### src/tag_dir_config.svh
`ifndef TAG_DIR_CONFIG_SVH
`define TAG_DIR_CONFIG_SVH

// number of lines in the directory
`define DIR_DEPTH 8

// line number width, log2 of the depth
`define DIR_TAG_W 3

`define DIR_INDEX_W 6

`endif

### src/tag_dir_pkg.sv
`default_nettype none

`include "tag_dir_config.svh"

package tag_dir_pkg;

    typedef logic [`DIR_TAG_W-1:0] tag_t;

    typedef logic [`DIR_INDEX_W-1:0] index_t;

    // list length, 0 up to the full depth
    typedef logic [`DIR_TAG_W:0] len_t;

    typedef enum logic [1:0] {
        ST_INVALID = 2'd0,
        ST_FETCH   = 2'd1,
        ST_VALID   = 2'd2,
        ST_DIRTY   = 2'd3
    } line_status_t;

    typedef enum logic [2:0] {
        CMD_RD    = 3'd0,
        CMD_WR    = 3'd1,
        CMD_ALLOC = 3'd2,
        CMD_FILL  = 3'd3,
        CMD_INVAL = 3'd4
    } dir_cmd_t;

endpackage

`default_nettype wire

### src/hit_lookup.sv
`default_nettype none
`timescale 1ns/10ps

`include "tag_dir_config.svh"

module hit_lookup
    import tag_dir_pkg::*;
(
    input  index_t       index,
    input  line_status_t line_status [`DIR_DEPTH],
    input  index_t       line_index [`DIR_DEPTH],
    output logic         hit,
    output tag_t         hit_tag
);

    logic [`DIR_DEPTH-1:0] match;

    // invalid lines keep a stale index, so they never match
    always_comb begin
        for (int i = 0; i < `DIR_DEPTH; i++) begin
            match[i] = (line_status[i] != ST_INVALID) && (line_index[i] == index);
        end
    end

    assign hit = |match;

    // highest matching line wins
    always_comb begin
        hit_tag = '0;
        for (int i = 0; i < `DIR_DEPTH; i++) begin
            if (match[i]) begin
                hit_tag = tag_t'(i);
            end
        end
    end

endmodule

`default_nettype wire

### src/line_state_table.sv
`default_nettype none
`timescale 1ns/10ps

`include "tag_dir_config.svh"

module line_state_table
    import tag_dir_pkg::*;
(
    input  logic         clk,
    input  logic         rst_n,
    input  logic         accept,
    input  dir_cmd_t     cmd,
    input  tag_t         target_tag,
    input  index_t       index,
    output line_status_t line_status [`DIR_DEPTH],
    output index_t       line_index [`DIR_DEPTH],
    output logic         applied
);

    line_status_t tgt_status;
    index_t       tgt_index;
    logic         tgt_live;
    logic         wr_hit;

    assign tgt_status = line_status[target_tag];
    assign tgt_index  = line_index[target_tag];
    assign tgt_live   = (tgt_status == ST_VALID) || (tgt_status == ST_DIRTY);

    // a miss still points at some line, so recheck the index
    assign wr_hit = tgt_live && (tgt_index == index);

    always_comb begin
        case (cmd)
            CMD_FILL:  applied = (tgt_status == ST_FETCH);
            CMD_INVAL: applied = tgt_live;
            default:   applied = 1'b0;
        endcase
    end

    always_ff @(posedge clk or negedge rst_n) begin
        if (!rst_n) begin
            for (int i = 0; i < `DIR_DEPTH; i++) begin
                line_status[i] <= ST_INVALID;
                line_index[i]  <= '0;
            end
        end else if (accept) begin
            case (cmd)
                CMD_WR: begin
                    if (wr_hit) begin
                        line_status[target_tag] <= ST_DIRTY;
                    end
                end
                CMD_ALLOC: begin
                    // victim may be dirty, requester writes it back from the response
                    line_status[target_tag] <= ST_FETCH;
                    line_index[target_tag]  <= index;
                end
                CMD_FILL: begin
                    if (applied) begin
                        line_status[target_tag] <= ST_VALID;
                    end
                end
                CMD_INVAL: begin
                    if (applied) begin
                        line_status[target_tag] <= ST_INVALID;
                        line_index[target_tag]  <= '0;
                    end
                end
                default: begin
                end
            endcase
        end
    end

    // fetch lines are stalled by gnt, a write never lands on them
    assert property (@(posedge clk) disable iff (!rst_n)
        accept && cmd == CMD_WR && tgt_index == index
        |-> tgt_status != ST_FETCH);

endmodule

`default_nettype wire

### src/lru_link_table.sv
`default_nettype none
`timescale 1ns/10ps

`include "tag_dir_config.svh"

module lru_link_table
    import tag_dir_pkg::*;
(
    input  logic clk,
    input  logic rst_n,
    input  logic hit_en,
    input  tag_t hit_tag,
    input  logic alloc_en,
    input  logic release_en,
    input  tag_t release_tag,
    output tag_t victim_tag,
    output logic victim_busy_ok
);

    tag_t prev_tag [`DIR_DEPTH];
    tag_t next_tag [`DIR_DEPTH];

    tag_t free_head;
    tag_t free_tail;
    len_t free_len;
    tag_t lru_head;
    tag_t lru_tail;
    len_t lru_len;

    logic free_empty;
    logic lru_empty;
    logic promote_en;
    tag_t promote_tag;

    assign free_empty = (free_len == '0);
    assign lru_empty  = (lru_len == '0);

    assign victim_busy_ok = !free_empty;
    assign victim_tag     = free_empty ? lru_tail : free_tail;

    // an allocate on a full directory recycles the LRU tail like a hit on it
    assign promote_en  = hit_en || (alloc_en && free_empty);
    assign promote_tag = hit_en ? hit_tag : lru_tail;

    always_ff @(posedge clk or negedge rst_n) begin
        if (!rst_n) begin
            // one chain 0 -> 1 -> ... held entirely by the free list
            for (int i = 0; i < `DIR_DEPTH; i++) begin
                prev_tag[i] <= tag_t'(i - 1);
                next_tag[i] <= tag_t'(i + 1);
            end
            free_head <= '0;
            free_tail <= tag_t'(`DIR_DEPTH - 1);
            free_len  <= len_t'(`DIR_DEPTH);
            lru_head  <= '0;
            lru_tail  <= '0;
            lru_len   <= '0;
        end else if (promote_en) begin
            // nothing to do when already most recent
            if (promote_tag != lru_head) begin
                next_tag[promote_tag] <= lru_head;
                prev_tag[lru_head]    <= promote_tag;
                lru_head              <= promote_tag;
                if (promote_tag == lru_tail) begin
                    lru_tail <= prev_tag[promote_tag];
                end else begin
                    next_tag[prev_tag[promote_tag]] <= next_tag[promote_tag];
                    prev_tag[next_tag[promote_tag]] <= prev_tag[promote_tag];
                end
            end
        end else if (alloc_en) begin
            // pop the free tail
            free_len  <= free_len - 1'b1;
            free_tail <= prev_tag[free_tail];
            // push it on the lru head
            lru_len  <= lru_len + 1'b1;
            lru_head <= free_tail;
            if (lru_empty) begin
                lru_tail <= free_tail;
            end else begin
                next_tag[free_tail] <= lru_head;
                prev_tag[lru_head]  <= free_tail;
            end
        end else if (release_en) begin
            lru_len  <= lru_len - 1'b1;
            free_len <= free_len + 1'b1;
            if (release_tag == lru_head) begin
                lru_head <= next_tag[release_tag];
            end
            if (release_tag == lru_tail) begin
                lru_tail <= prev_tag[release_tag];
            end
            if (release_tag != lru_head && release_tag != lru_tail) begin
                next_tag[prev_tag[release_tag]] <= next_tag[release_tag];
                prev_tag[next_tag[release_tag]] <= prev_tag[release_tag];
            end
            // released line goes to the free head, allocated last
            free_head <= release_tag;
            if (free_empty) begin
                free_tail <= release_tag;
            end else begin
                next_tag[release_tag] <= free_head;
                prev_tag[free_head]   <= release_tag;
            end
        end
    end

    // every line sits on exactly one of the two lists
    assert property (@(posedge clk) disable iff (!rst_n)
        int'(free_len) + int'(lru_len) == `DIR_DEPTH);

endmodule

`default_nettype wire

### src/access_ctrl.sv
`default_nettype none
`timescale 1ns/10ps

`include "tag_dir_config.svh"

module access_ctrl
    import tag_dir_pkg::*;
(
    input  logic         clk,
    input  logic         rst_n,
    input  logic         req,
    input  dir_cmd_t     cmd,
    input  index_t       index,
    input  tag_t         tag,
    input  logic         hit,
    input  tag_t         hit_tag,
    input  line_status_t line_status [`DIR_DEPTH],
    input  index_t       line_index [`DIR_DEPTH],
    input  tag_t         victim_tag,
    input  logic         victim_busy_ok,
    input  logic         applied,
    output logic         gnt,
    output logic         accept,
    output tag_t         target_tag,
    output logic         hit_en,
    output logic         alloc_en,
    output logic         release_en,
    output logic         rsp_valid,
    output logic         rsp_hit,
    output tag_t         rsp_tag,
    output line_status_t rsp_status,
    output index_t       rsp_index
);

    logic is_lookup;
    logic lookup_hit;

    assign is_lookup  = (cmd == CMD_RD) || (cmd == CMD_WR);
    assign lookup_hit = is_lookup && hit;

    // stall on anything still waiting for its fill
    always_comb begin
        gnt = 1'b1;
        if (cmd == CMD_ALLOC && !victim_busy_ok && line_status[victim_tag] == ST_FETCH) begin
            gnt = 1'b0;
        end else if (lookup_hit && line_status[hit_tag] == ST_FETCH) begin
            gnt = 1'b0;
        end
    end

    assign accept = req && gnt;

    always_comb begin
        case (cmd)
            CMD_RD, CMD_WR: target_tag = hit_tag;
            CMD_ALLOC:      target_tag = victim_tag;
            default:        target_tag = tag;
        endcase
    end

    assign hit_en     = accept && lookup_hit;
    assign alloc_en   = accept && (cmd == CMD_ALLOC);
    assign release_en = accept && (cmd == CMD_INVAL) && applied;

    always_ff @(posedge clk or negedge rst_n) begin
        if (!rst_n) begin
            rsp_valid <= 1'b0;
        end else begin
            rsp_valid <= accept;
        end
    end

    // values from before the update of this same edge
    always_ff @(posedge clk) begin
        if (accept) begin
            rsp_tag <= target_tag;
            if (is_lookup) begin
                rsp_hit    <= hit;
                rsp_status <= hit ? line_status[target_tag] : ST_INVALID;
                // equals the stored index on a hit
                rsp_index  <= index;
            end else begin
                rsp_hit    <= (cmd == CMD_ALLOC) || applied;
                rsp_status <= line_status[target_tag];
                rsp_index  <= line_index[target_tag];
            end
        end
    end

    assert property (@(posedge clk) disable iff (!rst_n) accept |=> rsp_valid);

    assert property (@(posedge clk) disable iff (!rst_n) rsp_valid |-> $past(accept));

endmodule

`default_nettype wire

### src/tag_dir_top.sv
`default_nettype none
`timescale 1ns/10ps

`include "tag_dir_config.svh"

module tag_dir_top
    import tag_dir_pkg::*;
(
    input  logic         clk,
    input  logic         rst_n,
    input  logic         req,
    input  dir_cmd_t     cmd,
    input  index_t       index,
    input  tag_t         tag,
    output logic         gnt,
    output logic         rsp_valid,
    output logic         rsp_hit,
    output tag_t         rsp_tag,
    output line_status_t rsp_status,
    output index_t       rsp_index
);

    line_status_t line_status [`DIR_DEPTH];
    index_t       line_index [`DIR_DEPTH];
    logic         hit;
    tag_t         hit_tag;
    logic         applied;
    logic         accept;
    tag_t         target_tag;
    logic         hit_en;
    logic         alloc_en;
    logic         release_en;
    tag_t         victim_tag;
    logic         victim_busy_ok;

    hit_lookup hit_lookup_i (
        .index       (index),
        .line_status (line_status),
        .line_index  (line_index),
        .hit         (hit),
        .hit_tag     (hit_tag)
    );

    line_state_table line_state_table_i (
        .clk         (clk),
        .rst_n       (rst_n),
        .accept      (accept),
        .cmd         (cmd),
        .target_tag  (target_tag),
        .index       (index),
        .line_status (line_status),
        .line_index  (line_index),
        .applied     (applied)
    );

    lru_link_table lru_link_table_i (
        .clk            (clk),
        .rst_n          (rst_n),
        .hit_en         (hit_en),
        .hit_tag        (hit_tag),
        .alloc_en       (alloc_en),
        .release_en     (release_en),
        .release_tag    (target_tag),
        .victim_tag     (victim_tag),
        .victim_busy_ok (victim_busy_ok)
    );

    access_ctrl access_ctrl_i (
        .clk            (clk),
        .rst_n          (rst_n),
        .req            (req),
        .cmd            (cmd),
        .index          (index),
        .tag            (tag),
        .hit            (hit),
        .hit_tag        (hit_tag),
        .line_status    (line_status),
        .line_index     (line_index),
        .victim_tag     (victim_tag),
        .victim_busy_ok (victim_busy_ok),
        .applied        (applied),
        .gnt            (gnt),
        .accept         (accept),
        .target_tag     (target_tag),
        .hit_en         (hit_en),
        .alloc_en       (alloc_en),
        .release_en     (release_en),
        .rsp_valid      (rsp_valid),
        .rsp_hit        (rsp_hit),
        .rsp_tag        (rsp_tag),
        .rsp_status     (rsp_status),
        .rsp_index      (rsp_index)
    );

endmodule

`default_nettype wire

### config.mk
export PLATFORM = sky130hd
export DESIGN_NAME = tag_dir_top
export DESIGN_NICKNAME = d
export VERILOG_FILES = /design/src/tag_dir_pkg.sv /design/src/hit_lookup.sv /design/src/line_state_table.sv /design/src/lru_link_table.sv /design/src/access_ctrl.sv /design/src/tag_dir_top.sv
export VERILOG_INCLUDE_DIRS = /design/src
export SDC_FILE = /design/constraint.sdc
export NUM_CORES = 1
export LEC_CHECK = 0
export ABC_AREA = 1
export BUFFER_PORTS_ARGS = -buffer_cell sky130_fd_sc_hd__buf_2
export CAP_MARGIN = 20
export CELL_PAD_IN_SITES_DETAIL_PLACEMENT = 1
export CELL_PAD_IN_SITES_GLOBAL_PLACEMENT = 2
export CORE_MARGIN = 8
export CORE_UTILIZATION = 38
export DETAILED_ROUTE_END_ITERATION = 10
export PLACE_DENSITY_LB_ADDON = 0.2
export SLEW_MARGIN = 20
export SYNTH_ARGS = -nofsm -noshare
export SYNTH_HDL_FRONTEND = slang
export SYNTH_SLANG_ARGS = --single-unit
### constraint.sdc
create_clock -name clk -period 11.2 [get_ports clk]
set_input_delay 1.68 -clock clk [delete_from_list [all_inputs] [get_ports clk]]
set_output_delay 1.68 -clock clk [all_outputs]
set_load 0.01 [all_outputs]
==> qor.txt <==
cell total after placement: 2637
Critical Path RT: 11600 ps
# clock sinks: 145
nets@finish: 2217
crit path capture type: flop
Area Overhead vs Synth: 6.83%
Post-synth EDFFs: 12
Synth area leaders: nand2_1, dfrtp_1, nand3_1, inv_1, dfstp_2
clock buffer depth: 2
Slew @ Worst Pin: 1010 ps
Via Count: 15800
power per cell area: 309 nW/µm²
fraction of layout cells with a size suffix above 1: 0.108
Tot GR Track Use: 0.304
CTS H-tree lvls: 4
root buffer cell: clkbuf_16
synthesized area: 13700 µm²
achievable frequency: 0.158 GHz
Final Non-Filler Cells: 2671
global-route wire length before repair: 98.5 mm
Buf/Inv on CP: 4
max-cap viol count: 0
slowest cell on the critical path: nor3_2
die width: 206 µm
critical path, cell by cell: buf_2 -> nor2_1 -> inv_1 -> nand2_2 -> o21ai_0 -> o21bai_2 -> o21ai_4 -> nor2_2 -> nand2_2 -> inv_2 -> nand2_1 -> nand4_1 -> nor3_2 -> nand2_1 -> inv_2 -> nand2_1 -> nand2_1 -> nand3_1 -> a21oi_1 -> nor2_1 -> nand2_1 -> nand2_1
DIE HEIGHT: 206 µm
Post-Synthesis Net Count: 2242
crit share post-route: 0.565
RSZ-0062 raised after global routing: false
number of CTS-inserted buffers: 17
starting density of the core: 0.386
commonest non-fill, non-tap cell in the layout: nand2_1
input/output buffers: 28
Hold WC Path Type: reg -> reg
number of antenna-violating nets in the routed design: 0
Final min period: 6330 ps
core area: 35600 µm²
Worst Hold Margin: 489 ps
setup TNS: 0 ps
largest net degree at the start of global routing: 74
YS warnings: 0
DR iter-0 viols: 1322
run status: finished, final reports clean
Seq/Total Area, Yosys: 0.271
setup bufs post-CTS: 0
clk_skew: 27.5 ps
DRC: 0
Syn Area/Cell: 6.19 µm²
Slew Limit Headroom: 0.322
drt wl/cell: 23.9 µm
post-cts hold buffer count: 0
routed wire length: 63.7 mm
largest vdd supply drop: 0.134 mV
IO Pins: 29
most used cell along the critical path: nand2_1
#FFs+latches synth: 145
CP startpoint kind: input pin
Leak Pwr: 6.81 nW
Worst-Skew Late Latency: 480 ps
most frequent cells in the layout: nand2_1, nand3_1, inv_1
Data arrival, critical path: 6730 ps
die footprint: 42500 µm²
Top delay family on crit path: simple AND/OR/NAND/NOR gates
total congestion overflow: 0
CTS tree: yes
Mapped Cells: 2221
Yosys top cell area share: 0.203
clock slew at reported path FFs: 70 ps
asr flop ratio synth: 0.917
Distinct cells, synth: 59
Slowest Stage Delay on Critical Path: 760 ps
Final Hold Fails: 0
cell taking the most area after synthesis: nand2_1
via-per-instance ratio: 5.92
DP Wirelength: 46.8 mm
vias in the first global route: 16000
standard-cell rows: 69
initial antenna violation count: 1
setup violators final: 0
DRT Pass-1 Iters: 6
CTS resizes: 0
CP Class: in -> reg
top_reg_cell synth: dfrtp_1
Final Max Slew Viols: 0
Worst Path Max Fanout: 18
routability congestion estimate: 0.959
-- layout make-up --
class	count	area [µm²]
fill	4781	20900
multi-input combinational	1755	8660
sequential	145	3720
inverter	237	895
tap	461	577
clock buffer	17	425
timing repair buffer	40	236
clock inverter	15	165
antenna	1	2.50
-- cell usage after synthesis, types with 3 or more instances --
library cell and instances:
o21ai_0 140, dfstp_2 28, a21boi_1 15, a21oi_1 83, nand4_1 16, xor2_1 21, nor3_1 24, ha_1 4
mux2i_1 10, inv_1 204, nand2_2 25, edfxtp_1 12, clkbuf_1 33, nand2_4 10, o211ai_1 17, dfrtp_1 105
inv_2 24, o21a_1 18, mux2_2 3, xnor2_1 10, o21ai_1 12, buf_6 8, a221oi_1 3, o211ai_2 5
nand2_1 742, nor3_2 5, o221ai_1 3, nor2_1 152, nor2_4 16, buf_2 19, clkinv_1 7, nand3_2 10
o22ai_1 63, nand3_1 302, nor2_2 19, or2_2 5, buf_4 22
-- per-stage QoR --
| step | setup WS (ps) | power [mW] | utilization | area [µm²] |
|---|---|---|---|---|
| finish | 4870 | 4.53 | 0.413 | 14700 |
| global route | 4590 | 4.85 | 0.413 | 14700 |
| CTS | 5040 | 4.48 | 0.413 | 14700 |
| detailed placement | 4530 | 3.85 | 0.396 | 14100 |
| global placement | 4590 | 3.79 | 0.396 | 14100 |
| floorplan | 6340 | 2.92 | - | 13700 |
-- path summary, 6_finish.rpt --
path	slack, ps	cells past startpoint	end	startpoint
min in group asynchronous	1190	1	line_state_table_i.line_index[39]	rst_n
min	490	1	lru_link_table_i.lru_len[3]	lru_link_table_i.lru_len[3]
max	4870	22	lru_link_table_i.next_tag[16]	cmd[2]
max reg2reg	5580	23	lru_link_table_i.next_tag[16]	lru_link_table_i.free_len[0]
min reg2reg	490	1	lru_link_table_i.lru_len[3]	lru_link_table_i.lru_len[3]
max in group asynchronous	8560	2	lru_link_table_i.free_head[0]	rst_n
-- where the power goes --
part	switching, mW	internal [mW]	total [mW]
sequential	0.381	0.795	1.18
clock	0.307	0.300	0.606
combinational	1.99	0.764	2.75
total	2.67	1.86	4.53
-- worst reg2reg max path, delay by kind of cell, from the launching register on --
kind / cells / cell delay, ps
buffers and inverters: 5 / 990
AO/OA/AOI/OAI: 5 / 1320
flip-flops: 1 / 470
AND/OR/NAND/NOR: 13 / 2780
-- sequential cells by signal (all words and copies together) (netlist names), 2 cells and up --
| name | flops |
|---|---|
| line_state_table_i.line_index | 48 |
| line_state_table_i.line_status | 16 |
| access_ctrl_i.rsp_tag | 3 |
| access_ctrl_i.rsp_index | 6 |
| lru_link_table_i.lru_tail | 3 |
| lru_link_table_i.lru_head | 3 |
| lru_link_table_i.lru_len | 4 |
| access_ctrl_i.rsp_status | 2 |
| lru_link_table_i.prev_tag | 24 |
| lru_link_table_i.free_tail | 3 |
| lru_link_table_i.next_tag | 24 |
| lru_link_table_i.free_len | 4 |
| lru_link_table_i.free_head | 3 |
-- cell families after synthesis --
family                     after synthesis  synth area share
muxes                                   13           0.00974
adders and majority gates                6           0.00655
AOI/OAI and AO/OA                      371             0.160
DFF                                    145             0.271
xor gates and xnor gates                31            0.0198
and+or+nand+nor                       1334             0.433
buffers and inverters                  321             0.100
-- layer usage --
layer	share of wire	up-vias	wire length (µm)	GRT usage
met1	0.45	7846	28800	0.414
li1	-	7252	-	-
met3	0.063	139	4040	0.0519
met2	0.45	586	28600	0.480
met5	0	-	0	0
met4	0.035	0	2230	0.110
Note: power is estimated with default switching activity, not from simulation.
